### config.mk
export PLATFORM = sky130hd
export DESIGN_NAME = model_memory
export DESIGN_NICKNAME = d
export VERILOG_FILES = /design/src/verilog/bgsub_pkg.sv /design/src/verilog/model_memory.sv
export SDC_FILE = /design/constraint.sdc
export NUM_CORES = 1
export LEC_CHECK = 0
export ABC_AREA = 0
export BUFFER_PORTS_ARGS = -buffer_cell sky130_fd_sc_hd__buf_2
export CAP_MARGIN = 20
export CORE_UTILIZATION = 45
export CTS_BUF_LIST = sky130_fd_sc_hd__clkbuf_4 sky130_fd_sc_hd__clkbuf_8 sky130_fd_sc_hd__clkbuf_16
export CTS_CLUSTER_SIZE = 40
export DETAILED_ROUTE_END_ITERATION = 16
export SLEW_MARGIN = 20
export SYNTH_ARGS = -nofsm -noshare
export SYNTH_HDL_FRONTEND = slang
export SYNTH_SLANG_ARGS = --single-unit
### constraint.sdc
create_clock -name clk -period 1.8 [get_ports clk]
set_input_delay 0.18 -clock clk [delete_from_list [all_inputs] [get_ports clk]]
set_output_delay 0.18 -clock clk [all_outputs]
set_load 0.01 [all_outputs]
### src/verilog/bgsub_pkg.sv
// Shared definitions for the sigma-delta background subtractor
// Pixel width, variance limits and mask codes
// Pixel, RGB and model word types
`default_nettype none

package bgsub_pkg;

    // --------------------
    // Widths and limits
    // --------------------
    localparam int PIXEL_W = 8;

    // Variance clamp range
    localparam logic [PIXEL_W-1:0] VAR_MIN = 8'd2;
    localparam logic [PIXEL_W-1:0] VAR_MAX = 8'd250;

    // Mask codes
    localparam logic [PIXEL_W-1:0] MASK_FG = 8'hFF;
    localparam logic [PIXEL_W-1:0] MASK_BG = 8'h00;

    // --------------------
    // Types
    // --------------------
    typedef logic [PIXEL_W-1:0] pixel_t;

    // Blue in the high byte, red in the low byte
    typedef struct packed {
        pixel_t b;
        pixel_t g;
        pixel_t r;
    } rgb_t;

    // One model word per pixel location
    typedef struct packed {
        pixel_t mean;
        pixel_t variance;
    } model_t;

endpackage

`default_nettype wire

### src/verilog/model_memory.sv
// Per-pixel model store, one mean and variance word per location
// Single write port, synchronous read with one cycle of latency
`default_nettype none

module model_memory #(
    parameter int DEPTH = 32
) (
    input  wire logic                                       clk,
    input  wire logic [((DEPTH > 1) ? $clog2(DEPTH) : 1)-1:0] rd_addr,
    output bgsub_pkg::model_t                               rd_data,
    input  wire logic                                       wr_en,
    input  wire logic [((DEPTH > 1) ? $clog2(DEPTH) : 1)-1:0] wr_addr,
    input  wire bgsub_pkg::model_t                          wr_data
);

    // Contents are undefined until the first frame has passed
    bgsub_pkg::model_t mem [DEPTH];

    // --------------------
    // Write port
    // --------------------
    always_ff @(posedge clk) begin
        if (wr_en) begin
            mem[wr_addr] <= wr_data;
        end
    end

    // --------------------
    // Read port
    // --------------------
    // Address sampled every cycle, data valid next cycle
    always_ff @(posedge clk) begin
        rd_data <= mem[rd_addr];
    end

endmodule

`default_nettype wire

Word level (Yosys, flattened, before mapping)
Memories as Yosys holds them, arrays and structs flattened. A register that Yosys moved wholly into a read port is not among the register bits.
Index checks and enable logic that the tools add are counted.

storage, ports and cells
  flip-flop bits (word level) = 0
  RAM bits = 512
  input bits = 28
  output and inout bits = 16
  word-level logic and storage cells = 3
  memories kept = 1

operators by class
  multiplexer cells = 2

memory list
  name  depth  width  read ports  clocked after memory_dff  wr ports  line                text
  mem   32     16     1           1                         1         model_memory.sv:17  bgsub_pkg::model_t mem [DEPTH];

operator list
  kind    count
  $mux 1  2

Longest topological paths before layout
  depth in word-level cells = 2
  mapped depth = 8
  mapped depth without buffers = 5

Least setup slack after synthesis
Ideal clock, no wire load.

  kind = input -> register
  from = input port wr_addr[1] (netlist bit)
  to = memory mem[12][0] (netlist bit) (enable)
  setup time = 0.388 ns
  data arrival time = 1.532 ns
  data required time = 1.412 ns
  slack = -0.120 ns
  stages = 3
  buffers on the path = 1
  path through = or3b_2 > clkbuf_1 > nor2_1

RTL lines
  item                line                text
  start: declaration  model_memory.sv:12  input wire logic [((DEPTH > 1) ? $clog2(DEPTH) : 1)-1:0] wr_addr,
  end: declaration    model_memory.sv:17

No word-level cell before the write port.

==> results <==
- The commonest cells after synthesis are edfxtp_1, mux2i_1, a22oi_1.
- Once detailed placement completed, the half-perimeter wirelength came to 28,800 microns.
- In this run the power density over the cells is 1090 nW/um^2.
- The first detailed-routing pass took 5 iterations.
- The total of cells resized after clock tree synthesis is 0.
- The start point of the worst hold path is wr_data[8].
- The area enclosed by the die boundary is 46,500 sq um.
- The largest stage delay on the critical path is 410 ps.
- The fraction of synthesis flops using an asynchronous set or reset pin is 0%.
- The final route contains 10,700 vias.
- The worst setup skew after layout is 7.89 ps.
- The top cell type by area accounts for 74.9% of the synthesized area.
- The worst setup slack before clock tree synthesis is -145 ps.
- For this design, the CTS-stage hold fixing added 0 buffers.
- The number of placement rows is 77.
- In this run, the clock network consumes 42.2% of the power.
- The clock-pin slew of the registers on the worst-case setup and hold paths is 60 ps.
- In this run switching power makes up 20.9% of total power.
- The internal cell power is 0.0209 W.
- The number of pins with negative max-slew slack in the final report came to 0.
- In this run, synthesis inferred 512 flip-flops with an integrated enable.
- The detail route stage leaves a number of antenna-violating nets equal to 0.
- The endpoint identified for the worst register-to-register timing path is rd_data[12]$_DFF_P_.
- The power spent charging and discharging nets is 0.00554 W.
- The number of distinct library cell variants in the gate-level netlist after synthesis is 26.
- The completed layout was analyzed and its total power is 0.0264 W.
- The clock insertion delay at the later pin of the skew report is 590 ps.
- For this run, the top clock speed supported by timing is 0.600 GHz.
- The count of endpoints failing setup in the final report is 0.
- The measured slew at the worst slew-check pin is 751 ps.
- Of all cell types, the one taking the most synthesized area is edfxtp_1.
- For this design, the slowest cell found on the critical path is a31oi_1.
- The number of filler instances in the final layout is 3,463.
- The kind of path behind the tightest hold check is in -> reg.
- Cells with a size suffix above 1 make up 20.5% of the layout.
- The mean number of vias per cell is 5.54.
- The initial antenna violation count is 1.
- Relative to the synthesized area, the layout overhead comes to 18.1%.
- The setup fix buffers added after clock tree synthesis is 0.
- Summed over all cells, the static leakage comes to 8.64 nW.
- The combined area of all synthesized cells is 20,500 sq um.
- The count of warnings emitted by yosys is 0.
- Clock tree synthesis selected as its root buffer the cell clkbuf_16.
- Data arrives at the worst endpoint at 2110 ps.
- The net count of the mapped netlist is 1,171.
- The number of max-cap violations is 0.
- The number of DRC markers after the initial detailed-route iteration is 947.
- Cells fill 54.4% of the core in the end.
- The worst-case IR drop observed on VDD is 855 uV.
- For this run, the total global-route usage over all layers was measured as 21.0%.
- Of the total power, combinational logic draws 5.9%.
- The via count of the first global-routing pass is 10,800.
- In this run, synthesis produced a sequential element count of 528.
- At the end of the flow, the number of nets in the layout was 1,323.
- After layout, the minimum clock period comes to 1670 ps.
- Of all nets on the critical path, the largest fanout is 1.
- The reg2reg setup slack is 130 ps.
- The required time at the endpoint of the critical path is 2240 ps.
- The first element of the critical path is mem[3][12]$_DFFE_PP_.
- The H-tree was split into 2 levels.
- After detailed routing, the number of remaining DRC violations is 0.
- Yosys attributes the largest share of cell area to edfxtp_1, mux2i_1, a22oi_1.
- The gate count after technology mapping is 1,143.
- The maximum number of buffers from clock root to sink is 3.
- The final wirelength is 48,100 microns.
- The critical path is of the reg -> reg type.
- In this run the critical register-to-register path is launched from mem[3][12]$_DFFE_PP_.
- After global routing the overflow that remains totals 0.
- Entering global routing, the biggest net connects 48 pins.
- The length in cells of the worst reg-to-reg path is 6.
- The number of clock sinks is 528.
- The placed cell count is 1,832.
- The worst slew margin relative to its limit is 49.9%.
- Along the worst hold path, the cell count comes to 1.
- Measured along the x axis, the die boundary spans 216 microns.
- The critical path goes through mux2i_1 -> a22o_1 -> nor3_1 -> buf_4 -> a31oi_1 -> nand3_1.
- In this run the vertical extent of the chip is 216 microns.
- The share of the clock period used by the worst path after layout is 92.7%.
- The flow ran to the end, and the final reports show no timing, DRC or antenna violations.
- The TritonCTS clock tree is yes.
- During placement, the flow inserted port buffers numbering 43.
- The finished layout holds 1,933 standard cells, fillers aside.
- The core region is 44,600 sq um.
- STA classifies the critical path startpoint as a flip-flop.
- The post-layout worst setup margin is 132 ps.
- 44 I/O pins were placed.
- Setup repair after global routing left no endpoint under its margin.
- The synthesized area divided by synthesized cell count is 18.0 sq um.
- The first global-routing pass estimated 71,100 microns of wire.
- Registers are responsible for 51.9% of the overall power.
- At the end of routability-driven placement, the weighted congestion stood at 0.802.
- The post-detailed-route wirelength per cell is 24.9 microns.
- For this run, the leading register cell type out of synthesis is edfxtp_1.
- The most instantiated library cell after synthesis is edfxtp_1.
- The number of CTS-inserted buffers is 53.
- The initial core utilization is 46.0%.
- The worst setup path is captured at a flip-flop.
- The sequential fraction of the synthesis area is 76.4%.
- The most critical setup path has its endpoint at rd_data[12]$_DFF_P_.
- The count of endpoints failing hold in the final timing report was 0.
power by group through the flow:
stage / Combinational [W] / Sequential (W) / Clock (W)
4_1_cts: 0.00156 / 0.0137 / 0.0114
3_3_place_gp: 0.00153 / 0.0140 / 0
5_1_grt: 0.00165 / 0.0137 / 0.0118
3_5_place_dp: 0.00156 / 0.0140 / 0
2_1_floorplan: 0.000768 / 0.0140 / 0
6_report: 0.00155 / 0.0137 / 0.0112
per-layer routing:
metal / track usage [%] / part of all wire (%) / up-vias
met5: 0 / 0 / -
met4: 6.83 / 2.5 / 0
met3: 3.09 / 5.5 / 68
met2: 33.0 / 47 / 296
met1: 30.2 / 45 / 5479
li1: - / - / 4873
cell type report:
class                           instances  area, sq um  area share [%]
Sequential cell                       528        15700            64.7
Multi-Input combinational cell        548         4350            17.9
Timing Repair Buffer                  164         1680            6.94
Clock buffer                           71         1520            6.27
Tap cell                              592          741            3.05
Clock inverter                         29          272            1.12
Antenna cell                            1         2.50          0.0103
registers in the layout (all words and copies together) (netlist names):
name,cells
rd_data,16
mem,512
critical path: cells and delay by family (launching register included):
| family | cells | cell delay [ps] |
|---|---|---|
| AOI/OAI and AO/OA | 2 | 570 |
| buffers and inverters | 1 | 150 |
| DFF | 1 | 380 |
| muxes | 1 | 200 |
| and+or+nand+nor | 2 | 220 |
worst min-delay path by stage:
stage,endpoint
2_1_floorplan,mem[0][0]$_DFFE_PP_
6_report,mem[20][8]$_DFFE_PP_
3_5_place_dp,rd_data[7]
3_3_place_gp,rd_data[14]
5_1_grt,mem[17][8]$_DFFE_PP_
4_1_cts,mem[17][8]$_DFFE_PP_
cell families after synthesis:
kind of cell,share of synthesized area [%]
and+or+nand+nor,3.49
buffers and inverters,2.63
DFF,76.4
AOI/OAI and AO/OA,4.97
muxes,12.5
metrics by stage:
stage	hold WS [ps]	cell area, sq um	setup TNS [ps]
after detailed placement	581	22500	-236
after floorplan	279	20500	-14930
final	47.7	24300	0
after global routing	50.2	24300	0
after CTS	15.0	24300	0
after global placement	579	22500	-152
placed cells by master (no fill, tap or decap):
cell	count
a21oi_1	32
a22o_1	32
a22oi_1	64
a31oi_1	16
and2_2	1
buf_12	44
buf_2	42
buf_4	77
buf_8	1
bufinv_16	5
clkbuf_16	55
clkbuf_4	12
clkbuf_8	4
clkinv_1	8
clkinv_2	12
clkinvlp_4	3
dfxtp_1	16
diode_2	1
edfxtp_1	512
inv_6	1
mux2i_1	256
nand2_1	33
nand2b_1	2
nand3_1	34
nand3b_1	5
nand4_1	16
nor2_1	21
nor2_2	12
nor2_4	1
nor2b_4	2
nor3_1	16
or2_1	1
or3_1	1
or3b_2	3
Note: power is estimated with default switching activity, not from simulation.
