### src/verilog/bgsub_pkg.sv
// Shared definitions for the sigma-delta background subtractor
// Pixel width, variance limits and mask codes
// Pixel, RGB and model word types
`default_nettype none

package bgsub_pkg;

    // --------------------
    // Widths and limits
    // --------------------
    localparam int PIXEL_W = 8;

    // Variance clamp range
    localparam logic [PIXEL_W-1:0] VAR_MIN = 8'd2;
    localparam logic [PIXEL_W-1:0] VAR_MAX = 8'd250;

    // Mask codes
    localparam logic [PIXEL_W-1:0] MASK_FG = 8'hFF;
    localparam logic [PIXEL_W-1:0] MASK_BG = 8'h00;

    // --------------------
    // Types
    // --------------------
    typedef logic [PIXEL_W-1:0] pixel_t;

    // Blue in the high byte, red in the low byte
    typedef struct packed {
        pixel_t b;
        pixel_t g;
        pixel_t r;
    } rgb_t;

    // One model word per pixel location
    typedef struct packed {
        pixel_t mean;
        pixel_t variance;
    } model_t;

endpackage

`default_nettype wire

### src/verilog/sigma_delta_update.sv
// Sigma-delta model update and mask decision
// Pixel stage register, model arithmetic, mask and valid register
// First frame seeds the model and always reports background
`default_nettype none

module sigma_delta_update #(
    parameter int N_FACTOR = 4
) (
    input  wire logic               clk,
    input  wire logic               rst_n,
    input  wire bgsub_pkg::pixel_t  pixel,
    input  wire logic               pixel_valid,
    input  wire logic               first_frame,
    input  wire bgsub_pkg::model_t  model_in,
    output bgsub_pkg::model_t       model_out,
    output logic                    model_we,
    output bgsub_pkg::pixel_t       mask,
    output logic                    mask_valid
);

    localparam int W = bgsub_pkg::PIXEL_W;
    localparam logic [W-1:0] N_F = W'(N_FACTOR);

    bgsub_pkg::pixel_t pixel_q;
    logic              pixel_valid_q;
    logic [W-1:0]      mean_new;
    logic [W-1:0]      ot;
    logic [2*W-1:0]    scaled;
    logic [W-1:0]      target;
    logic [W-1:0]      var_step;
    logic [W-1:0]      var_new;
    logic [W-1:0]      mask_d;

    // --------------------
    // Pixel stage
    // --------------------
    // Lines up with the model word from the memory read
    always_ff @(posedge clk or negedge rst_n) begin
        if (!rst_n) begin
            pixel_valid_q <= 1'b0;
        end else begin
            pixel_valid_q <= pixel_valid;
        end
    end

    always_ff @(posedge clk) begin
        pixel_q <= pixel;
    end

    // --------------------
    // Model arithmetic
    // --------------------
    always_comb begin
        // Mean moves one level toward the pixel
        if (pixel_q > model_in.mean) begin
            mean_new = model_in.mean + 1'b1;
        end else if (pixel_q < model_in.mean) begin
            mean_new = model_in.mean - 1'b1;
        end else begin
            mean_new = model_in.mean;
        end

        // Absolute difference against the updated mean
        ot = (mean_new >= pixel_q) ? mean_new - pixel_q : pixel_q - mean_new;

        // Variance target, saturated to one byte
        scaled = {{W{1'b0}}, ot} * {{W{1'b0}}, N_F};
        target = (scaled > {{W{1'b0}}, {W{1'b1}}}) ? {W{1'b1}} : scaled[W-1:0];

        // Variance steps one level toward the target
        if (target > model_in.variance) begin
            var_step = model_in.variance + 1'b1;
        end else if (target < model_in.variance) begin
            var_step = model_in.variance - 1'b1;
        end else begin
            var_step = model_in.variance;
        end

        // Clamp into the allowed band
        if (var_step < bgsub_pkg::VAR_MIN) begin
            var_new = bgsub_pkg::VAR_MIN;
        end else if (var_step > bgsub_pkg::VAR_MAX) begin
            var_new = bgsub_pkg::VAR_MAX;
        end else begin
            var_new = var_step;
        end

        // First frame seeds mean from the pixel
        if (first_frame) begin
            model_out.mean     = pixel_q;
            model_out.variance = bgsub_pkg::VAR_MIN;
            mask_d             = bgsub_pkg::MASK_BG;
        end else begin
            model_out.mean     = mean_new;
            model_out.variance = var_new;
            mask_d = (ot >= var_new) ? bgsub_pkg::MASK_FG : bgsub_pkg::MASK_BG;
        end
    end

    // Write back in the same cycle the old word arrives
    assign model_we = pixel_valid_q;

    // --------------------
    // Mask stage
    // --------------------
    always_ff @(posedge clk or negedge rst_n) begin
        if (!rst_n) begin
            mask_valid <= 1'b0;
        end else begin
            mask_valid <= pixel_valid_q;
        end
    end

    always_ff @(posedge clk) begin
        mask <= mask_d;
    end

endmodule

`default_nettype wire
### config.mk
export PLATFORM = sky130hd
export DESIGN_NAME = sigma_delta_update
export DESIGN_NICKNAME = d
export VERILOG_FILES = /design/src/verilog/bgsub_pkg.sv /design/src/verilog/sigma_delta_update.sv
export SDC_FILE = /design/constraint.sdc
export NUM_CORES = 1
export LEC_CHECK = 0
export ABC_AREA = 1
export BUFFER_PORTS_ARGS = -buffer_cell sky130_fd_sc_hd__buf_2
export CAP_MARGIN = 15
export CORE_MARGIN = 2
export CORE_UTILIZATION = 37
export CTS_BUF_LIST = sky130_fd_sc_hd__clkbuf_8 sky130_fd_sc_hd__clkbuf_16
export CTS_CLUSTER_DIAMETER = 150
export DETAILED_ROUTE_END_ITERATION = 7
export SYNTH_ARGS = -nofsm -noshare
export SYNTH_HDL_FRONTEND = slang
export SYNTH_SLANG_ARGS = --single-unit
### constraint.sdc
create_clock -name clk -period 8.3 [get_ports clk]
set_input_delay 1.245 -clock clk [delete_from_list [all_inputs] [get_ports clk]]
set_output_delay 1.245 -clock clk [all_outputs]
set_load 0.01 [all_outputs]
### Word level (Yosys, flattened, before mapping)

Index checks and enable logic that the tools add are counted.

| storage, ports and cells | value |
|---|---|
| logic and storage cells | 29 |
| bits in registers | 18 |
| input port bits | 28 |
| output and inout bits | 26 |

| operators by class | value |
|---|---|
| order comparisons | 9 |
| add/subtract/negate cells | 6 |
| muxes and demuxes | 10 |

Operators with widths:

| operator | count |
|---|---|
| two-way mux 8 bit | 9 |
| adder 8 x 1 -> 8 bit, second input constant | 2 |
| greater-or-equal comparator 8 bit | 2 |
| > comparator 8 bit | 2 |
| less-than comparator 8 bit | 2 |
| two-way mux 16 bit | 1 |
| subtractor 8 x 1 -> 8 bit, second input constant | 2 |
| subtractor 8 bit | 2 |
| > comparator 10 x 8 -> 1 bit, second input constant | 1 |
| > comparator 8 bit, second input constant | 1 |
| less-than comparator 8 x 2 -> 1 bit, second input constant | 1 |

### Depth between registers and ports, before layout

| logic depth | value |
|---|---|
| depth in word-level cells | 15 |
| mapped depth | 54 |
| mapped depth without buffers | 53 |

### Worst setup path before layout

Ideal clock, no wire load.

| timing path | value |
|---|---|
| path type | input to output |
| start | input port model_in[11] (netlist name) |
| end | output port model_out[0] (netlist name) |
| data arrival time | 5.732 ns |
| buffers on the path | 2 |
| data required time | 7.055 ns |
| cell stages on the path | 37 |
| slack | 1.323 ns |
| path through | inv_1 ha_1 nand2_1 inv_2 nand2_1 nand2_1 nand2_2 nand2_4 nand2_4 o21ai_0 inv_1 a31oi_1 xor2_1 inv_1 ha_1 nand2_1 nor3_2 nand4_1 nand3_1 buf_4 nor2_1 a211oi_1 nand3_1 nand2_1 nand3_1 ha_1 a21oi_1 o21a_1 nand2_2 buf_4 o211ai_1 nand2_1 nand2_1 nor2_1 nand3b_1 nand3b_1 nor2_1 |

RTL lines:

| item | line | RTL |
|---|---|---|
| from (decl) | sigma_delta_update.sv:14 | `input wire bgsub_pkg::model_t model_in,` |
| to (decl) | sigma_delta_update.sv:15 | `output bgsub_pkg::model_t model_out,` |

==> metrics.yaml <==
outcome:
  status: "complete, no violations"
route:
  dr_total_vias: 2755
  viasPerCell: 4.93
  remaining_drc_errors: 0
  dr.first_iter.drc_count: 109
  routedWlPerCell_um: 11.7
  drtAntennaViolNets: 0
  dr.pass1.iters: 4
  drt-total-wl_um: 6520
synthesis:
  synth_warnings: 0
  syn_area_per_cell_sq_um: 6.29
  synthFlopType: "dfxtp_1"
  syn_nets: 482
  syn_area_sq_um: 2580
  ys_ff_latch: 11
  synth-seq-area-share: 0.0891
  async_reset_ff_frac: 0.182
  syn-instance-count: 411
  synth_cell_types: 38
  yosysTopAreaCell: "ha_1"
  netlist.area_leader.share: 0.203
  synth_edf_count: 0
  synth_area_leaders: "ha_1, nand2_1, inv_1, nand3_1, dfxtp_1"
global_routing:
  grt_max_degree: 21
  grtUsageTotal: 0.173
  first_global_vias: 2483
  grt_pass1_wl_um: 10900
  antenna_found_initial: 0
  overflow: 0
layout:
  drive_above_1_share: 0.235
  stdcell_count: 559
  antenna_cells: 0
  final_util: 0.447
  final_cell_mix: "nand2_1, inv_1, buf_2, ha_1, nand3_1"
  area_delta_synth_final_pct: 17.6
  layout_commonest_cell: "nand2_1"
  nets: 535
clock_tree:
  clockRootBuffer: "clkbuf_8"
  clk_latency_ps: 240
  cts_tree: "built"
  clockBufferDepth: 2
  clock-sinks: 11
  cts.clk_slew.worst_paths_ps: 60
  htreeDepth: 1
  numCtsBuffers: 3
worst_setup_path:
  crit_start: "model_in[9]"
  endpoint: "model_out[0]"
  cp_num_cells: 42
  crit_path_max_fanout: 8
  cp-end-kind: "primary output"
  r2r_setup_slack_ps: 2020
  worst_path_max_delay_cell: "ha_2"
  path_buf_inv: 8
  timing.critical_path.mode_cell: "nand2_1"
  cp-start-kind: "primary input"
  ff2ff_path_depth: 44
  reg2reg_to: "mask[6]$_SDFF_PP0_"
  critPathKind: "primary input to primary output"
  path_delay_family: "simple AND/OR/NAND/NOR gates"
  rr_startpoint: "pixel_q[1]$_DFF_P_"
  max_stage_delay_ps: 310
  required_ps: 7050
  cp_data_arrival_time_ps: 6520
timing:
  hold_violations: 0
  finalSetupViolCount: 0
  fmax_ghz: 0.129
  fin_tns_setup_ps: 0
  slew_violations: 0
  tightest_slew_ps: 354
  period_share: 0.936
  max-slew-margin-rel: 0.764
  timing.hold.ws_ps: 370
  skew_ps: 0.278
  min_period_ps: 7760
die:
  fp.dieW_um: 87.6
  initial_core_util: 0.380
  io_pins: 54
  dieArea_sq_um: 7670
  rows: 30
  fp.dieH_um: 87.6
  core_area_sq_um: 6790
pwr:
  ir_worst_vdd_v: 0.0000761
  powerDensity_nw_per_um2: 172
  p_leak_nw: 1.71
run:
  cap_violations: 0
place:
  dp.cells: 549
  dp_hpwl_um: 5510
  port_buffers: 53
  gp_congestion: 0.908
min_path:
  min_path_type: "flip-flop to flip-flop"
==> what timing repair did <==
item                       CTS  global route
setup endpoints to repair    0             8
setup buffers                0             4
hold buffers                 0             0
resized for setup            0            19
==> how the worst min path moves through the flow <==
| stage | slack, ps | depth (start not counted) | from | endpoint |
|---|---|---|---|---|
| final | 370 | 0 | model_we$_DFF_PN0_ | mask_valid$_DFF_PN0_ |
| after global routing | 380 | 0 | model_we$_DFF_PN0_ | mask_valid$_DFF_PN0_ |
| after CTS | 370 | 0 | model_we$_DFF_PN0_ | mask_valid$_DFF_PN0_ |
| after detailed placement | 360 | 0 | model_we$_DFF_PN0_ | mask_valid$_DFF_PN0_ |
| after global placement | 350 | 0 | model_we$_DFF_PN0_ | mask_valid$_DFF_PN0_ |
| after floorplan | 420 | 0 | model_we$_DFF_PN0_ | mask_valid$_DFF_PN0_ |
==> area by class of cell <==
type                       instances  area, sq um
multi-input combinational        320         2070
sequential                        11          230
tap                               96          120
fill                             751         3750
clock inverter                     1         3.75
clock buffer                       3         41.3
inverter                          69          259
timing repair buffer              59          310
==> state kept, by name (all words and copies together) (netlist names) <==
name	count
mask_valid	1
pixel_q	8
mask	1
model_we	1
==> power breakdown <==
part,switching (mW),internal (mW),leakage [nW],total (mW)
logic,0.249,0.154,1.58,0.403
clock network,0.0236,0.0327,0.0269,0.0562
registers,0.00527,0.0575,0.0991,0.0628
total,0.278,0.244,1.71,0.522
==> metrics by stage <==
step | area, sq um | power (mW) | worst slack [ps]
5_1_grt | 3040 | 0.592 | -8.88
4_1_cts | 2940 | 0.508 | 143
2_1_floorplan | 2580 | 0.367 | 1320
3_5_place_dp | 2900 | 0.448 | 161
3_3_place_gp | 2900 | 0.444 | 288
6_report | 3040 | 0.522 | 535
==> metal layers <==
metal | track usage | share of wire | vias up
met5 | 0 | 0 | -
met4 | 0.0322 | 0.010 | 0
met3 | 0.0207 | 0.033 | 8
met2 | 0.316 | 0.49 | 66
met1 | 0.220 | 0.47 | 1250
li1 | - | - | 1431
==> Yosys cell counts (2+ instances only) <==
| cell type | n |
|---|---|
| nand3_1 | 37 |
| nand2_2 | 11 |
| clkbuf_1 | 2 |
| xor2_1 | 19 |
| nor2_4 | 2 |
| dfrtp_1 | 2 |
| o21ai_1 | 6 |
| nand2_4 | 6 |
| nand3b_1 | 5 |
| nand4_1 | 8 |
| a21o_1 | 2 |
| a31oi_1 | 2 |
| nor3_2 | 3 |
| o22ai_1 | 2 |
| a21oi_1 | 18 |
| ha_1 | 42 |
| nor2_1 | 26 |
| buf_2 | 2 |
| buf_4 | 9 |
| dfxtp_1 | 9 |
| inv_2 | 5 |
| nor3_1 | 3 |
| o21ai_0 | 18 |
| o211ai_1 | 2 |
| inv_1 | 64 |
| nand2_1 | 94 |
==> kinds of logic after synthesis <==
kind of cell             Yosys count  synth area share
XOR/XNOR                          20            0.0678
AND/OR/NAND/NOR                  200             0.377
adder cells (fa/ha/maj)           43             0.211
AO/OA/AOI/OAI                     55             0.122
flip-flops                        11            0.0891
buffers and inverters             82             0.133
==> worst reg2reg max path, delay by kind of cell (launching register included) <==
kind                     cells  cell delay [ps]
AO/OA/AOI/OAI                9             1350
adder cells (fa/ha/maj)      4             1210
buffers and inverters        6              610
AND/OR/NAND/NOR             24             2270
XOR/XNOR                     1              260
flip-flops                   1              480
Note: power is estimated with default switching activity, not from simulation.
