--- src/verilog/frame_control.sv ---
// Pipeline control
// Pop decision, model read and write addresses, first-frame flag
// Output pixel counter for start and end of frame marks
`default_nettype none

module frame_control #(
    parameter int IMAGE_WIDTH  = 8,
    parameter int IMAGE_HEIGHT = 4
) (
    input  wire logic                    clk,
    input  wire logic                    rst_n,
    input  wire logic                    in_empty,
    input  wire logic                    out_almost_full,
    output logic                         pop,
    output logic [((IMAGE_WIDTH * IMAGE_HEIGHT > 1) ?
                   $clog2(IMAGE_WIDTH * IMAGE_HEIGHT) : 1)-1:0] rd_addr,
    output logic [((IMAGE_WIDTH * IMAGE_HEIGHT > 1) ?
                   $clog2(IMAGE_WIDTH * IMAGE_HEIGHT) : 1)-1:0] wr_addr,
    output logic                         first_frame,
    input  wire logic                    out_valid,
    output logic                         sop,
    output logic                         eop
);

    localparam int PIXELS = IMAGE_WIDTH * IMAGE_HEIGHT;
    localparam int ADDR_W = (PIXELS > 1) ? $clog2(PIXELS) : 1;
    localparam logic [ADDR_W-1:0] LAST_ADDR = ADDR_W'(PIXELS - 1);

    logic              pop_q;
    logic [ADDR_W-1:0] out_cnt;

    // Output FIFO slack covers both pipeline stages
    assign pop = !in_empty && !out_almost_full;

    // --------------------
    // Model addressing
    // --------------------
    always_ff @(posedge clk or negedge rst_n) begin
        if (!rst_n) begin
            rd_addr     <= '0;
            wr_addr     <= '0;
            pop_q       <= 1'b0;
            first_frame <= 1'b1;
        end else begin
            if (pop) begin
                rd_addr <= (rd_addr == LAST_ADDR) ? '0 : rd_addr + 1'b1;
            end
            // Write address trails the read by the memory latency
            wr_addr <= rd_addr;
            pop_q   <= pop;
            // Drops once the last location has been seeded
            if (pop_q && wr_addr == LAST_ADDR) begin
                first_frame <= 1'b0;
            end
        end
    end

    // --------------------
    // Output framing
    // --------------------
    always_ff @(posedge clk or negedge rst_n) begin
        if (!rst_n) begin
            out_cnt <= '0;
        end else if (out_valid) begin
            out_cnt <= (out_cnt == LAST_ADDR) ? '0 : out_cnt + 1'b1;
        end
    end

    assign sop = out_valid && (out_cnt == '0);
    assign eop = out_valid && (out_cnt == LAST_ADDR);

    a_cnt_range: assert property (@(posedge clk) disable iff (!rst_n)
        (32'(rd_addr) < PIXELS) && (32'(out_cnt) < PIXELS));

endmodule

`default_nettype wire

--- config.mk ---
export PLATFORM = sky130hd
export DESIGN_NAME = frame_control
export DESIGN_NICKNAME = d
export VERILOG_FILES = /design/src/verilog/frame_control.sv
export SDC_FILE = /design/constraint.sdc
export NUM_CORES = 1
export LEC_CHECK = 0
export BUFFER_PORTS_ARGS = -buffer_cell sky130_fd_sc_hd__buf_4
export CORE_AREA = 2 2 45 47
export CTS_CLUSTER_DIAMETER = 50
export DETAILED_ROUTE_END_ITERATION = 6
export DIE_AREA = 0 0 47 49
export GPL_TIMING_DRIVEN = 0
export MAX_ROUTING_LAYER = met4
export PLACE_DENSITY = 0.72
export SYNTH_ARGS = -nofsm -noshare
export SYNTH_HDL_FRONTEND = slang
export SYNTH_SLANG_ARGS = --single-unit
--- constraint.sdc ---
create_clock -name clk -period 4.2 [get_ports clk]
set_input_delay 0.84 -clock clk [delete_from_list [all_inputs] [get_ports clk]]
set_output_delay 0.84 -clock clk [all_outputs]
set_load 0.05 [all_outputs]
* After elaboration in Yosys (flattened, before gate mapping) *
Index checks and enable logic that the tools add are counted.

word-level totals
  register bits = 17
  bits of input ports = 5
  word-level logic and storage cells = 19

operators by class
  $add $sub $neg = 2
  equality and inequality tests = 3
  mux-type cells = 2
  reduce and logical (&&, ||, !) cells = 7

operators by type and width
  kind                   count
  $eq A5 B5 Y1 const B   3
  $add A5 B1 Y5 const B  2
  $mux W5                2
  $logic_not A5 Y1       1
  $logic_and A1 B1 Y1    4
  $logic_not A1 Y1       2

* Logic depth before layout (Yosys ltp) *
Gate-level depths: netlist of the first run.

  word-level depth = 2
  mapped depth = 6

* Least setup slack after synthesis of the first run *
OpenSTA, ideal clock, no wires.

  path kind = input-to-output
  start = in out_valid
  end = out sop
  data arrival time = 1.799 ns
  required time = 3.360 ns
  setup slack = 1.561 ns
  cell stages on the path = 2
  path buffers = 0
  path through = inv_1 > nor4_2

on the way
  word-level cells in the longest chain between the ends = 1

ends and longest elaborated chain
  what                 line  text
  start: declaration   20    input wire logic out_valid,
  $logic_and A1 B1 Y1  69    assign sop = out_valid && (out_cnt == '0);
  end: declaration     21    output logic sop,

Every way passes these cells.

* Worst setup path in the final report of the first run *
  start = reg out_cnt[0]
  end = out eop

on the way
  word-level cells in the longest chain between the ends = 2

ends and longest elaborated chain
  what                      line  text
  start: declaration        30    logic [ADDR_W-1:0] out_cnt;
  start signal: assignment  65    out_cnt <= (out_cnt == LAST_ADDR) ? '0 : out_cnt + 1'b1;
  $eq A5 B5 Y1              70    assign eop = out_valid && (out_cnt == LAST_ADDR);
  $logic_and A1 B1 Y1       70
  end: declaration          22    output logic eop

Every way passes these cells.

==> results of run 1 <==
## power by group through the flow
stage | combinational, uW | clock, uW | sequential [uW]
final | 290 | 82.1 | 273
after CTS | 294 | 87.4 | 273
after floorplan | 86.7 | 0 | 385
after detailed placement | 294 | 0 | 276
after global placement | 287 | 0 | 272
after global routing | 309 | 94.9 | 284
## layout by cell type, fill, tap and decap left out, drive strengths merged, types with 2 or more instances in the layout
master   n
nor2     2
mux2i    2
inv      3
nand3    2
mux2     3
dfrtp   16
nor3     2
buf     18
ha       5
o21ai    8
nand2    4
o31ai    2
nand2b   4
clkbuf   3
and3     2
## state kept, by name (all words and copies together), names as in the netlist
| name | count |
|---|---|
| pop_q | 1 |
| wr_addr | 5 |
| first_frame | 1 |
| rd_addr | 5 |
| out_cnt | 5 |
## layout make-up
class / count / area [um2] / area share
clock inverter: 1 / 5.00 / 0.00531
clock buffer: 3 / 22.5 / 0.0239
timing repair buffer: 18 / 135 / 0.143
tap: 27 / 33.8 / 0.0359
sequential: 17 / 427 / 0.453
inverter: 3 / 11.3 / 0.0120
multi-input combinational: 42 / 308 / 0.327
## worst max-delay path, stage by stage (launching register included)
cell	delay (ns)
dfrtp_1	0.43
ha_1	0.24
and3_1	0.19
ha_1	0.22
and2_1	0.15
buf_4	0.18
## per-stage QoR
stage | hold WS [ns] | total power (uW)
after global placement | 0.419 | 559
after detailed placement | 0.426 | 570
after CTS | 0.391 | 654
after floorplan | 0.452 | 472
after global routing | 0.388 | 688
final | 0.396 | 645
## path summary, 6_finish.rpt
kind / start / endpoint / slack [ns]
worst max-delay path: out_cnt[0] / eop / 1.68
worst min-delay path: rst_n / out_cnt[2] / 0.40
worst max register to register: rd_addr[0] / rd_addr[2] / 2.57
worst min register to register: rd_addr[4] / wr_addr[4] / 0.45
max in group asynchronous: rst_n / first_frame / 3.56
min in group clk: rd_addr[4] / wr_addr[4] / 0.45
## per-layer routing
layer  up-vias  share of wire  track usage
met5         -              0            -
met4         0              0       0.0694
met3         0          0.057       0.0222
met2        15           0.53        0.210
met1       244           0.42        0.171
li1        264              -            -
## logic make-up (layout without fill, tap and decap cells)
family / Yosys count / in the layout / share of synthesized area
muxes: 5 / 5 / 0.0822
and+or+nand+nor: 20 / 20 / 0.154
buffers and inverters: 3 / 25 / 0.0151
DFF: 17 / 17 / 0.572
AOI/OAI and AO/OA: 12 / 12 / 0.0923
adders and majority gates: 5 / 5 / 0.0839
==> results_dict.tcl, run 1 <==
set metrics [dict create \
    swShare 0.449 \
    area_growth_pct 26.3 \
    relSlewSlack 0.831 \
    crit_fanout 5 \
    syn-cell-area_um2 746 \
    ir_drop_uv 428 \
    switchingPower_uw 290 \
    cts_root_buffer "clkbuf_4" \
    synth_cells 62 \
    worst_pin_slew_ns 0.251 \
    yosysWarningCount 0 \
    period_needed_ns 2.52 \
    power_frac_seq 0.423 \
    yosys_register_bits 17 \
    ys_types 23 \
    outcome "complete, no violations" \
    num_antenna_cells 0 \
    post-place-cells 107 \
    wl_um 1270 \
    fin_tns_setup_ns 0 \
    rsz0062_at_grt "no" \
    drc 0 \
    numCtsBuffers 3 \
    numPortBuffers 18 \
    fmax_mhz 397 \
    ys_seq_area_frac 0.572 \
    synth_fp_nets 72 \
    clock_power_share 0.127 \
    wl_per_cell_um 11.4 \
    ant_nets 0 \
    cts_tree "done" \
    grt_max_degree 18 \
    synthArstFlopShare 1.00 \
    design_area_um2 942 \
    finalWeightedCongestion 0.698 \
    clkTransAtPathRegs_ns 0.09 \
    row_count 16 \
    start_util 0.405 \
    die-area_um2 2300 \
    vias 523 \
    hold_viol 0 \
    end_kind "output port" \
    vias_per_cell 4.71 \
    fillCellCount 179 \
    gr-usage-all-layers 0.137 \
    ys_top_cells_by_area "dfrtp_1, ha_1, o21ai_0" \
    skew_ns 0.00663 \
    slew_viol_final 0 \
    place_area_um2 915 \
    fin_nets 95 \
    pwr-share-comb 0.450 \
    fin_cells 111 \
    drtIter0Drc 2 \
    fin_ws_ns 1.68 \
    post-synth-top-count-cell "dfrtp_1" \
    hold_buffers 0 \
    synth_top_area_frac 0.537 \
    synth_edf_count 0 \
    avgSynthCellArea_um2 12.0 \
    clock_latency_ns 0.28 \
    grt_pass1_wl_um 2220 \
    ys_dominant_reg_cell "dfrtp_1" \
    worstPathArrival_ns 1.68 \
    powerDensity_nw_per_um2 685 \
    preCtsSetupSlack_ns 1.88 \
    first_pass_iters 2 \
    cts_resized 0 \
    finalSetupViolCount 0 \
    final_util 0.512 \
    die_w_um 47 \
    overflow 0 \
    reg2reg_depth 6 \
    grt_pass1_vias 505 \
    drive_gt1_frac 0.333 \
    power.internal_uw 355 \
    fin_crit_sh 0.600 \
    htree_levels 1 \
    hold_class "in2async" \
    antenna_found_initial 0 \
    worstPathRequired_ns 3.36 \
    start_kind "register" \
    postCtsSetupBuffers 0 \
    synth_top_cell_by_area "dfrtp_1" \
    leakagePower_uw 0.000455 \
    synthTopCellsByCount "dfrtp_1, o21ai_0, ha_1" \
    critPathKind "reg2out" \
    pin_count 19 \
    dp_hpwl_um 1020 \
    clock_path_buffers 2 \
    die-height_um 49 \
    cts.sinks 17 \
    cap_viol_max_count 0 \
    core_um2 1840 \
]
No activity file was read; power rests on OpenSTA's default activity.
==> inputs of run 2 (changes only) <==
--- a/config.mk
+++ b/config.mk
@@ -5,6 +5,7 @@
 export SDC_FILE = /design/constraint.sdc
 export NUM_CORES = 1
 export LEC_CHECK = 0
+export ABC_AREA = 1
 export BUFFER_PORTS_ARGS = -buffer_cell sky130_fd_sc_hd__buf_4
 export CORE_AREA = 2 2 45 47
 export CTS_CLUSTER_DIAMETER = 50
@@ -12,7 +13,7 @@
 export DIE_AREA = 0 0 47 49
 export GPL_TIMING_DRIVEN = 0
 export MAX_ROUTING_LAYER = met4
-export PLACE_DENSITY = 0.72
+export PLACE_DENSITY = 0.74
 export SYNTH_ARGS = -nofsm -noshare
 export SYNTH_HDL_FRONTEND = slang
 export SYNTH_SLANG_ARGS = --single-unit
==> constraint.sdc (replaced) <==
create_clock -name clk -period 2.18 [get_ports clk]
set_input_delay 0.436 -clock clk [delete_from_list [all_inputs] [get_ports clk]]
set_output_delay 0.436 -clock clk [all_outputs]
set_load 0.05 [all_outputs]
==> results_dict.tcl, run 2 <==
set metrics [dict create \
    wl_per_cell_um 10.3 \
    first_pass_iters 2 \
    cts.sinks 17 \
    avgSynthCellArea_um2 9.65 \
    mostFrequentLayoutCells "nand2_1, buf_4, dfrtp_1, inv_1" \
    outcome "complete, no violations" \
    grt_pass1_wl_um 2210 \
    start_kind "register" \
    drc 0 \
    post-synth-top-count-cell "nand2_1" \
    top_regs "out_cnt: 5 flops, rd_addr: 5 flops, wr_addr: 5 flops" \
    crit_fanout 3 \
    critPathKind "reg2out" \
    row_count 16 \
    start_util 0.404 \
    clock_path_buffers 2 \
    drtIter0Drc 2 \
    ys_top_cells_by_area "dfrtp_1, nand2_1, ha_1" \
    switchingPower_uw 596 \
    clock_latency_ns 0.28 \
    ys_types 18 \
    wl_um 1300 \
    worstPathArrival_ns 1.59 \
    pwr-share-comb 0.458 \
    vias_per_cell 4.52 \
    post-place-cells 121 \
    synthArstFlopShare 1.00 \
    grt_max_degree 18 \
    grt_pass1_vias 530 \
    synth_fp_nets 87 \
    cts_root_buffer "clkbuf_4" \
    period_needed_ns 2.03 \
    synth_top_area_frac 0.539 \
    pin_count 19 \
    swShare 0.468 \
    fin_crit_sh 0.931 \
    final_util 0.511 \
    ant_nets 0 \
    num_antenna_cells 0 \
    ir_drop_uv 708 \
    yosys_register_bits 17 \
    skew_ns 0.00133 \
    synth_edf_count 0 \
    synth_cells 77 \
    relSlewSlack 0.843 \
    cts_tree "done" \
    die_w_um 47 \
    yosysWarningCount 0 \
    finalWeightedCongestion 0.734 \
    synth_top_cell_by_area "dfrtp_1" \
    antenna_found_initial 0 \
    drive_gt1_frac 0.242 \
    fin_tns_setup_ns 0 \
    leakagePower_uw 0.000499 \
    cap_viol_max_count 0 \
    finalSetupViolCount 0 \
    synthTopCellsByCount "nand2_1, dfrtp_1, inv_1" \
    end_kind "output port" \
    fmax_mhz 493 \
    core_um2 1840 \
    numPortBuffers 17 \
    area_growth_pct 26.6 \
    total_power_uw 1270 \
    worstPathRequired_ns 1.74 \
    worst_pin_slew_ns 0.235 \
    cts_resized 0 \
    numCtsBuffers 3 \
    die-area_um2 2300 \
    die-height_um 49 \
    clkTransAtPathRegs_ns 0.09 \
    rsz0062_at_grt "no" \
    powerDensity_nw_per_um2 1350 \
    syn-cell-area_um2 743 \
    vias 570 \
    power_frac_seq 0.416 \
    dp_hpwl_um 1010 \
    fin_nets 110 \
    mostFrequentLayoutCell "nand2_1" \
    ys_seq_area_frac 0.574 \
    hold_class "in2reg" \
    power.internal_uw 678 \
    hold_viol 0 \
    slew_viol_final 0 \
    ys_dominant_reg_cell "dfrtp_1" \
    overflow 0 \
    gr-usage-all-layers 0.139 \
    htree_levels 1 \
    clock_power_share 0.126 \
    fin_cells 126 \
]
[run 2: cell count changes after synthesis, sizes merged, moves of 2 or more]
cell / previous run / this run
inv: 3 / 9
mux2: 3 / 0
mux2i: 2 / 0
nand2: 4 / 19
nand2b: 4 / 0
nand3: 2 / 5
nor2: 2 / 8
o21ai: 8 / 6
o31ai: 2 / 0
[run 2: final cells by class]
| type | instances | area, um2 |
|---|---|---|
| buffer | 1 | 7.51 |
| clock buffer | 4 | 26.3 |
| fill | 182 | 901 |
| inverter | 9 | 33.8 |
| multi-input combinational | 50 | 275 |
| sequential | 17 | 427 |
| tap | 27 | 33.8 |
| timing repair buffer | 18 | 138 |
[run 2: logic make-up (layout without fill, tap and decap cells)]
logic type,Yosys count,after routing,synth area share
flops,17,17,0.574
buf+inv,10,32,0.0556
compound gates,9,9,0.0673
simple gates,35,35,0.207
xor+xnor,1,1,0.0118
fa+ha+maj,5,5,0.0842
[run 2: repair_timing]
item,in CTS,in global routing
hold endpoints to repair,16,0
buffers inserted,0,0
hold buffers,1,0
[run 2: per-layer routing]
layer / GRT usage / vias up / wire, um
met3: 0.0222 / 5 / 68
met5: - / - / 0
met1: 0.165 / 260 / 505
met4: 0.0833 / 0 / 38
li1: - / 289 / -
met2: 0.212 / 16 / 691
[run 2: final timing paths]
check / from / depth (start not counted) / end / slack, ns
max in group asynchronous: rst_n / 2 / first_frame / 1.40
hold reg to reg: rd_addr[3] / 0 / wr_addr[3] / 0.46
hold / removal: in_empty / 2 / pop_q / 0.35
min in group asynchronous: rst_n / 2 / out_cnt[4] / 0.54
setup / recovery: out_cnt[0] / 6 / eop / 0.15
setup reg to reg: rd_addr[1] / 9 / rd_addr[2] / 0.85
[run 2: critical path, cell delays in order (launching register included)]
cell and delay, ns:
dfrtp_1 0.41, ha_1 0.22, and3_1 0.18, ha_1 0.19
nand2_1 0.08, inv_1 0.05, buf_4 0.18
[run 2: stage by stage]
stage / hold slack [ns] / cell area [um2] / setup slack, ns
3_5_place_dp: 0.309 / 905 / 0.455
4_1_cts: 0.337 / 941 / 0.122
6_report: 0.351 / 941 / 0.150
2_1_floorplan: 0.140 / 743 / 0.0395
5_1_grt: 0.345 / 941 / 0.0588
3_3_place_gp: 0.307 / 905 / 0.472
[run 2: power by group through the flow]
stage / Clock [uW] / Sequential (uW) / Combinational (uW)
global placement: 0 / 533 / 577
floorplan: 0 / 772 / 164
detailed placement: 0 / 540 / 590
finish: 161 / 530 / 584
CTS: 170 / 534 / 591
global route: 186 / 547 / 632
