`src/verilog/bgsub_pkg.sv`:
```
// Shared definitions for the sigma-delta background subtractor
// Pixel width, variance limits and mask codes
// Pixel, RGB and model word types
`default_nettype none

package bgsub_pkg;

    // --------------------
    // Widths and limits
    // --------------------
    localparam int PIXEL_W = 8;

    // Variance clamp range
    localparam logic [PIXEL_W-1:0] VAR_MIN = 8'd2;
    localparam logic [PIXEL_W-1:0] VAR_MAX = 8'd250;

    // Mask codes
    localparam logic [PIXEL_W-1:0] MASK_FG = 8'hFF;
    localparam logic [PIXEL_W-1:0] MASK_BG = 8'h00;

    // --------------------
    // Types
    // --------------------
    typedef logic [PIXEL_W-1:0] pixel_t;

    // Blue in the high byte, red in the low byte
    typedef struct packed {
        pixel_t b;
        pixel_t g;
        pixel_t r;
    } rgb_t;

    // One model word per pixel location
    typedef struct packed {
        pixel_t mean;
        pixel_t variance;
    } model_t;

endpackage

`default_nettype wire

```
`src/verilog/pixel_fifo.sv`:
```
// Synchronous pixel FIFO
// Circular buffer with occupancy count, head shown on dout
// almost_full leaves SLACK slots for words already in flight
`default_nettype none

module pixel_fifo #(
    parameter int DEPTH = 8,
    parameter int SLACK = 1
) (
    input  wire logic               clk,
    input  wire logic               rst_n,
    input  wire logic               push,
    input  wire bgsub_pkg::pixel_t  din,
    input  wire logic               pop,
    output bgsub_pkg::pixel_t       dout,
    output logic                    empty,
    output logic                    almost_full
);

    localparam int PTR_W = (DEPTH > 1) ? $clog2(DEPTH) : 1;
    localparam int CNT_W = $clog2(DEPTH + 1);

    bgsub_pkg::pixel_t  mem [DEPTH];
    logic [PTR_W-1:0]   wr_ptr;
    logic [PTR_W-1:0]   rd_ptr;
    logic [CNT_W-1:0]   count;
    logic               full;

    // --------------------
    // Pointers and count
    // --------------------
    always_ff @(posedge clk or negedge rst_n) begin
        if (!rst_n) begin
            wr_ptr <= '0;
            rd_ptr <= '0;
            count  <= '0;
        end else begin
            if (push) begin
                wr_ptr <= (wr_ptr == PTR_W'(DEPTH - 1)) ? '0 : wr_ptr + 1'b1;
            end
            if (pop) begin
                rd_ptr <= (rd_ptr == PTR_W'(DEPTH - 1)) ? '0 : rd_ptr + 1'b1;
            end
            // Simultaneous push and pop leaves count alone
            if (push && !pop) begin
                count <= count + 1'b1;
            end else if (pop && !push) begin
                count <= count - 1'b1;
            end
        end
    end

    // Storage
    always_ff @(posedge clk) begin
        if (push) begin
            mem[wr_ptr] <= din;
        end
    end

    // --------------------
    // Status
    // --------------------
    assign dout        = mem[rd_ptr];
    assign empty       = (count == '0);
    assign full        = (count == CNT_W'(DEPTH));
    // Free slots at most SLACK
    assign almost_full = (count >= CNT_W'(DEPTH - SLACK));

    // Upstream must respect almost_full, downstream must respect empty
    a_no_overflow: assert property (@(posedge clk) disable iff (!rst_n) push |-> !full);
    a_no_underflow: assert property (@(posedge clk) disable iff (!rst_n) pop |-> !empty);

endmodule

`default_nettype wire

```
`config.mk`:
```
export PLATFORM = sky130hd
export DESIGN_NAME = pixel_fifo
export DESIGN_NICKNAME = d
export VERILOG_FILES = /design/src/verilog/bgsub_pkg.sv /design/src/verilog/pixel_fifo.sv
export SDC_FILE = /design/constraint.sdc
export NUM_CORES = 1
export LEC_CHECK = 0
export BUFFER_PORTS_ARGS = -buffer_cell sky130_fd_sc_hd__clkbuf_2
export CAP_MARGIN = 0
export CORE_ASPECT_RATIO = 0.75
export CORE_MARGIN = 5
export CORE_UTILIZATION = 29
export DETAILED_ROUTE_END_ITERATION = 10
export PLACE_DENSITY = 0.45
export SETUP_SLACK_MARGIN = 0.1
export SLEW_MARGIN = 20
export SYNTH_ARGS = -nofsm -noshare
export SYNTH_HDL_FRONTEND = slang
export SYNTH_SLANG_ARGS = --single-unit
```
`constraint.sdc`:
```
create_clock -name clk -period 2.9 [get_ports clk]
set_clock_uncertainty 0.2 [all_clocks]
set_input_delay 0.145 -clock clk [delete_from_list [all_inputs] [get_ports clk]]
set_output_delay 0.145 -clock clk [all_outputs]
set_load 0.01 [all_outputs]
```
# After elaboration in Yosys (flattened, before gate mapping)
# Memory sizes are Yosys's and may differ from the RTL's.
# Index checks and enable logic that the tools add are counted.
# totals
out_inout_bits,10
ramBits,64
mem_count,1
inputBits,12
elab_cells,23
register_bits,10
# memory_table
name,words,width,read_ports,rd_ports_with_merged_regs,wr,line,rtl
mem,8,8,1,0,1,pixel_fifo.sv:23,bgsub_pkg::pixel_t mem [DEPTH];
# op_classes
n_eq_ne,2
n_addsub,4
n_reduce_logical,6
mux,6
magnitude_cmp,1
# ops
op,n
2-to-1 mux 4 bit,2
"adder 3 x 1 -> 3 bit, second input constant",2
"== test 3 bit, second input constant",2
2-to-1 mux 3 bit,2
"adder 4 x 1 -> 4 bit, second input constant",1
">= comparator 4 x 3 -> 1 bit, second input constant",1
zero test 4 bit,1
"subtractor 4 x 1 -> 4 bit, second input constant",1
logical AND 1 bit,2
zero test 1 bit,2
2-to-1 mux 1 bit,2
nonzero test 2 bit,1

# Logic depth before layout (Yosys ltp)
# Gate-level depths: netlist of run 1.
# logic_depth
word_depth,4
mapped_depth,7
mapped_depth_nobuf,7

# Least setup slack after synthesis of run 1
# Ideal clock, no wire load.
# synth_timing
path_kind,input-to-reg
from,in pop
to,reg count[3]
setup_ps,131
arrival_ps,1500
cell_stages,7
slack_ps,1069
path_buffers,0
required_time_ps,2569
path_cell_list,inv_1 ha_1 inv_1 ha_1 or4_1 o211ai_1 o211ai_1
# synth_between
elab_chain_len,3
word_cells_on_any_way,5
classes_between,mux (1); reduce/logical (4)
# synth_lines
item,line,rtl
start: declaration,pixel_fifo.sv:14,"input wire logic pop,"
zero test 1 bit,pixel_fifo.sv:45,if (push && !pop) begin
logical AND 1 bit,pixel_fifo.sv:45,
2-to-1 mux 4 bit / nonzero test 2 bit (equally long branches),-,
end signal: assignment,pixel_fifo.sv:46,count <= count + 1'b1;
end signal: assignment,pixel_fifo.sv:48,count <= count - 1'b1;
end: declaration,pixel_fifo.sv:26,logic [CNT_W-1:0] count;
# Several ways; a longest one is shown, not always the timed one.
# A chain may end at the register's enable or synchronous reset.

# Worst setup path after layout of run 1
# layout_timing
from,reg rd_ptr[0]
to,out dout[2]
# layout_between
elab_chain_len,1
# layout_lines
item,line,rtl
start: declaration,pixel_fifo.sv:25,logic [PTR_W-1:0] rd_ptr;
start signal: assignment,pixel_fifo.sv:42,rd_ptr <= (rd_ptr == PTR_W'(DEPTH - 1)) ? '0 : rd_ptr + 1'b1;
memory read (8 x 8 bit),-,
end: declaration,pixel_fifo.sv:15,"output bgsub_pkg::pixel_t dout,"
# Every way passes these cells.

==> results of run 1 <==
[worst max-delay path: stages, from the launching register on]
cell	delay (ps)
dfrtp_1	380
buf_4	330
mux4_1	610
mux2_4	280
clkbuf_2	130
[Yosys cell counts (2+ instances only)]
cell,number,area [µm²]
a21oi_1,2,10.01
clkbuf_1,3,11.26
dfrtp_1,10,250.2
edfxtp_1,64,1922
ha_1,7,87.58
inv_1,4,15.01
mux2_2,5,56.30
mux2_4,8,120.1
mux4_1,8,210.2
mux4_2,8,180.2
nand2_1,5,18.77
nand2b_1,2,12.51
nand3_1,2,10.01
nand3b_1,3,22.52
nor2_1,8,30.03
nor3_1,3,15.01
o211ai_1,2,15.01
o21ai_0,3,15.01
xnor2_1,2,17.52
[cell type report]
cell class / instances / area [µm²]
clock inverter: 6 / 81.33
tap: 136 / 170.2
inverter: 4 / 15.01
clock buffer: 10 / 229.0
sequential: 74 / 2172
multi-input combinational: 75 / 890.9
fill: 964 / 6561
timing repair buffer: 42 / 290.3
[cell families after synthesis]
| family | count (synthesis) | share of synthesized area, % |
|---|---|---|
| DFF | 74 | 69.50 |
| muxes | 30 | 18.45 |
| and+or+nand+nor | 26 | 4.124 |
| buffers and inverters | 10 | 2.001 |
| AOI/OAI and AO/OA | 9 | 1.921 |
| adders and majority gates | 8 | 3.443 |
| xor gates and xnor gates | 2 | 0.5606 |
[state kept, by name, indices dropped and copies added, names as in the netlist]
signal and count:
count 4, mem 64, rd_ptr 3, wr_ptr 3
[routing by layer]
layer  vias up  routed length [µm]  share of wire [%]  GRT usage [%]
li1        736                   -                  -              -
met1       808                2693                 46          12.32
met2        37                2825                 48          15.92
met3        12                 255                4.3          3.936
met4         0                 115                2.0          4.792
met5         -                   0                  0              0
[final timing paths]
kind	from	endpoint	slack, ps
min in group clk	wr_ptr[2]	wr_ptr[2]	370
max in group asynchronous	rst_n	rd_ptr[0]	2260
worst min register to register	wr_ptr[2]	wr_ptr[2]	370
worst min-delay path	rst_n	count[2]	20
worst max-delay path	rd_ptr[0]	dout[2]	500
worst max register to register	count[2]	count[3]	1040
[power by group]
group / internal, mW / leakage [nW] / switching [mW]
Combinational: 0.640 / 0.546 / 0.538
Clock: 0.746 / 0.150 / 0.394
Sequential: 1.36 / 0.701 / 0.148
==> results.py, run 1 <==
metrics = {
    "run_status": {
        "status": "finished, final reports clean",
    },
    "grt": {
        "grt_usage_pct": 10.14,
        "grt_pass1_wl_mm": 9.473,
        "globalRoute.totalOverflow": 0,
        "antenna_found_initial": 0,
        "grt_pass1_vias": 1712,
        "grt_max_degree": 19,
    },
    "place": {
        "pre_cts_ws_ps": 733.0,
        "dp.cells": 320,
        "hpwlAfterDp_mm": 3.817,
        "portBuffers": 21,
        "routabilityCongestion": 0.7367,
        "place_area_um2": 3428,
    },
    "yosys": {
        "synth_ff_type": "edfxtp_1",
        "synth_cell_types": 29,
        "synth-edff-count": 64,
        "syn-cell-area_um2": 3125,
        "yosysSeqAreaShare_pct": 69.50,
        "ys_ff_latch": 74,
        "ys_async_sr_fraction_pct": 13.51,
        "avgSynthCellArea_um2": 19.66,
        "synth_nets": 179,
        "synth_cells": 159,
        "yosys_warnings": 0,
    },
    "sta": {
        "setup_violations": 0,
        "rsz0062_at_grt": "false",
        "tns_ps": 0,
        "worst_slew_pin_slew_ps": 659.8,
        "fin_crit_sh_pct": 82.86,
        "slew_violations": 0,
        "period_minus_slack_ps": 2403,
        "hold_slack_ps": 21.14,
        "worst_slack_ps": 497.0,
        "fmax_mhz": 416.1,
        "relSlewSlack_pct": 56.01,
        "hold_viol": 0,
    },
    "clock_network": {
        "clock_latency_ps": 330,
        "numCtsBuffers": 9,
        "cts_setup_buffers": 0,
        "hold_buffers": 11,
        "cts_resized": 0,
        "cts_tree": "done",
        "root_buffer": "clkbuf_16",
        "cts_num_sinks": 74,
        "clockBufferDepth": 2,
        "htree_levels": 3,
        "clk_pin_slew_ps": 60,
    },
    "die": {
        "dieWidth_um": 129.9,
        "die-height_um": 99.91,
        "dieArea_um2": 12980,
        "core_area_um2": 10410,
        "floorplan.initialDensity_pct": 30.02,
        "ios": 22,
        "rows": 32,
    },
    "critical_path": {
        "rr_worst_depth": 4,
        "crit_fanout": 16,
        "criticalPathCategory": "flop to output pin",
        "end_kind": "output pin",
        "worstPathRequired_ps": 2560,
        "cp-start-kind": "flop",
        "cp.arrival_ps": 2060,
    },
    "cells_and_area": {
        "syn2layout_area_growth_pct": 23.14,
        "diodes": 0,
        "final_common_cell": "edfxtp_1",
        "fin_area_um2": 3849,
        "drive_above_1_share_pct": 31.75,
        "final_util_pct": 36.97,
        "finalNetCount": 226,
        "final_cell_mix": "edfxtp_1 (64), clkbuf_2 (21), dlygate4sd3_1 (11)",
        "fin_cells": 347,
    },
    "drt": {
        "routedWlPerCell_um": 16.97,
        "dr.pass1.iters": 4,
        "antenna_left": 0,
        "drc": 0,
        "vias": 1593,
        "vias_per_cell": 4.591,
        "initialDrtViolationCount": 179,
        "wl_mm": 5.889,
    },
    "run": {
        "maxCapViolCount": 0,
    },
    "pwr": {
        "ir_drop_v": 0.0003597,
        "power_mw": 3.830,
        "cellLeakagePower_nw": 1.396,
        "power_density_nw_per_um2": 995.0,
    },
    "min_path": {
        "min_path_type": "input pin to async pin",
    },
}
Power figures use the tool's default switching activity.
==> run 2: changes to the inputs <==
--- a/config.mk
+++ b/config.mk
@@ -11,7 +11,7 @@
 export CORE_MARGIN = 5
 export CORE_UTILIZATION = 29
 export DETAILED_ROUTE_END_ITERATION = 10
-export PLACE_DENSITY = 0.45
+export PLACE_DENSITY = 0.47
 export SETUP_SLACK_MARGIN = 0.1
 export SLEW_MARGIN = 20
 export SYNTH_ARGS = -nofsm -noshare
==> constraint.sdc (replaced) <==
create_clock -name clk -period 2.2 [get_ports clk]
set_clock_uncertainty 0.2 [all_clocks]
set_input_delay 0.11 -clock clk [delete_from_list [all_inputs] [get_ports clk]]
set_output_delay 0.11 -clock clk [all_outputs]
set_load 0.01 [all_outputs]
==> run 2 against run 1 <==
Global-route usage decreased by 0.29 points. Count of clock-buffer cells in the layout decreased by 1. Via count increased by 0.13%. Sequential share of layout area decreased by 2.1 points. Critical path depth unchanged. Routed wire length increased by 1.3%. Sequential power increased by 31%. Hold slack improved by 130 ps. Largest power group unchanged. Die area unchanged.
==> results.py, run 2 (same netlist as run 1, synthesis figures left out) <==
metrics = {
    "clock_network": {
        "htree_levels": 3,
        "root_buffer": "clkbuf_16",
        "numCtsBuffers": 9,
        "clockBufferDepth": 2,
        "clk_pin_slew_ps": 60,
        "clock_latency_ps": 320,
        "cts_num_sinks": 74,
        "cts_tree": "done",
    },
    "drt": {
        "antenna_left": 0,
        "vias_per_cell": 4.468,
        "drc": 0,
        "vias": 1595,
        "routedWlPerCell_um": 16.71,
        "wl_mm": 5.965,
        "initialDrtViolationCount": 180,
        "dr.pass1.iters": 4,
    },
    "critical_path": {
        "crit_fanout": 9,
        "criticalPathCategory": "flop to output pin",
        "r2r_start": "rd_ptr[0]",
        "cp.arrival_ps": 1850,
        "startpoint": "rd_ptr[0]",
        "cp-start-kind": "flop",
        "rr_worst_depth": 6,
        "worstPathRequired_ps": 1890,
        "end_kind": "output pin",
    },
    "cells_and_area": {
        "drive_above_1_share_pct": 38.01,
        "max_flop_register": "mem",
        "largest_reg_flops": 64,
        "diodes": 0,
        "final_cell_mix": "edfxtp_1 (64), clkbuf_2 (18), buf_4 (18)",
        "finalNetCount": 237,
        "top_regs": "mem x64, count x4",
        "syn2layout_area_growth_pct": 28.06,
        "final_common_cell": "edfxtp_1",
        "final_util_pct": 38.45,
    },
    "die": {
        "floorplan.initialDensity_pct": 30.02,
        "dieWidth_um": 129.9,
        "die-height_um": 99.91,
        "ios": 22,
        "dieArea_um2": 12980,
        "rows": 32,
        "core_area_um2": 10410,
    },
    "sta": {
        "tns_ps": 0,
        "fmax_mhz": 463.6,
        "fin_crit_sh_pct": 98.04,
        "worst_slew_pin_slew_ps": 472.0,
        "relSlewSlack_pct": 68.43,
        "rsz0062_at_grt": "true",
        "slew_violations": 0,
        "setup_violations": 0,
        "worst_slack_ps": 43.10,
        "hold_viol": 0,
        "period_minus_slack_ps": 2157,
    },
    "pwr": {
        "power_density_nw_per_um2": 1363,
        "ir_drop_v": 0.0005678,
        "cellLeakagePower_nw": 1.464,
        "power_mw": 5.455,
    },
    "grt": {
        "antenna_found_initial": 0,
        "globalRoute.totalOverflow": 0,
        "grt_max_degree": 19,
        "grt_pass1_wl_mm": 9.411,
        "grt_pass1_vias": 1676,
        "grt_usage_pct": 9.851,
    },
    "min_path": {
        "worstHoldStart": "pop",
        "min_path_type": "input pin to flop",
        "worstHoldPathCells": 4,
    },
    "place": {
        "pre_cts_ws_ps": 125.0,
        "routabilityCongestion": 0.7747,
        "portBuffers": 21,
        "hpwlAfterDp_mm": 3.901,
    },
    "run": {
        "maxCapViolCount": 0,
    },
    "run_status": {
        "status": "finished, final reports clean",
    },
}
## run 2: cell types whose count changed in the layout (fill, tap and decap cells not counted), sizes merged
cell         previous run  this run
inv                     4         5
clkinv                  3         1
buf                    10        22
clkbuf                 31        28
bufinv                  2         3
dlygate4sd3            11        12
## run 2: cell type report
cell class,count,area (µm²)
timing repair buffer,53,431.7
clock buffer,9,225.2
inverter,4,15.01
multi-input combinational,75,872.1
fill,980,6407
tap,136,170.2
sequential,74,2173
clock inverter,6,115.1
## run 2: path summary, 6_finish.rpt
check | to | slack (ps)
hold reg to reg | wr_ptr[2] | 370
hold / removal | count[0] | 150
max in group asynchronous | rd_ptr[0] | 850
setup reg to reg | rd_ptr[2] | 280
setup / recovery | dout[4] | 40
min in group asynchronous | wr_ptr[2] | 600
## run 2: repair_timing
item                                    CTS  global route
endpoints found under the setup margin    8             8
setup buffers                             1             1
gates resized for setup                   5             7
gates cloned                              0             1
hold buffers                             12             0
hold endpoints to repair                 80             0
## run 2: stage by stage
step	area [µm²]	instances	hold slack, ps
4_1_cts	3968	355	148.1
6_report	4003	357	154.8
3_5_place_dp	3493	327	-193.9
2_1_floorplan	3126	159	-385.6
5_1_grt	4003	357	212.8
3_3_place_gp	3493	327	-187.2
## run 2: layer usage
layer	GRT usage, %	routed length (µm)
met1	13.92	2958
met2	14.18	2734
met3	3.351	220
met4	3.355	52
met5	0	0
## run 2: critical path, cell delays in order (launching register included)
cell and delay, ps:
dfrtp_2 410, buf_12 160, mux4_1 550, mux2_4 280, clkbuf_2 130
## run 2: power by group
group,switching [mW],leakage (nW),internal [mW]
clock network,0.546,0.162,1.11
logic,0.782,0.602,1.04
registers,0.176,0.700,1.80
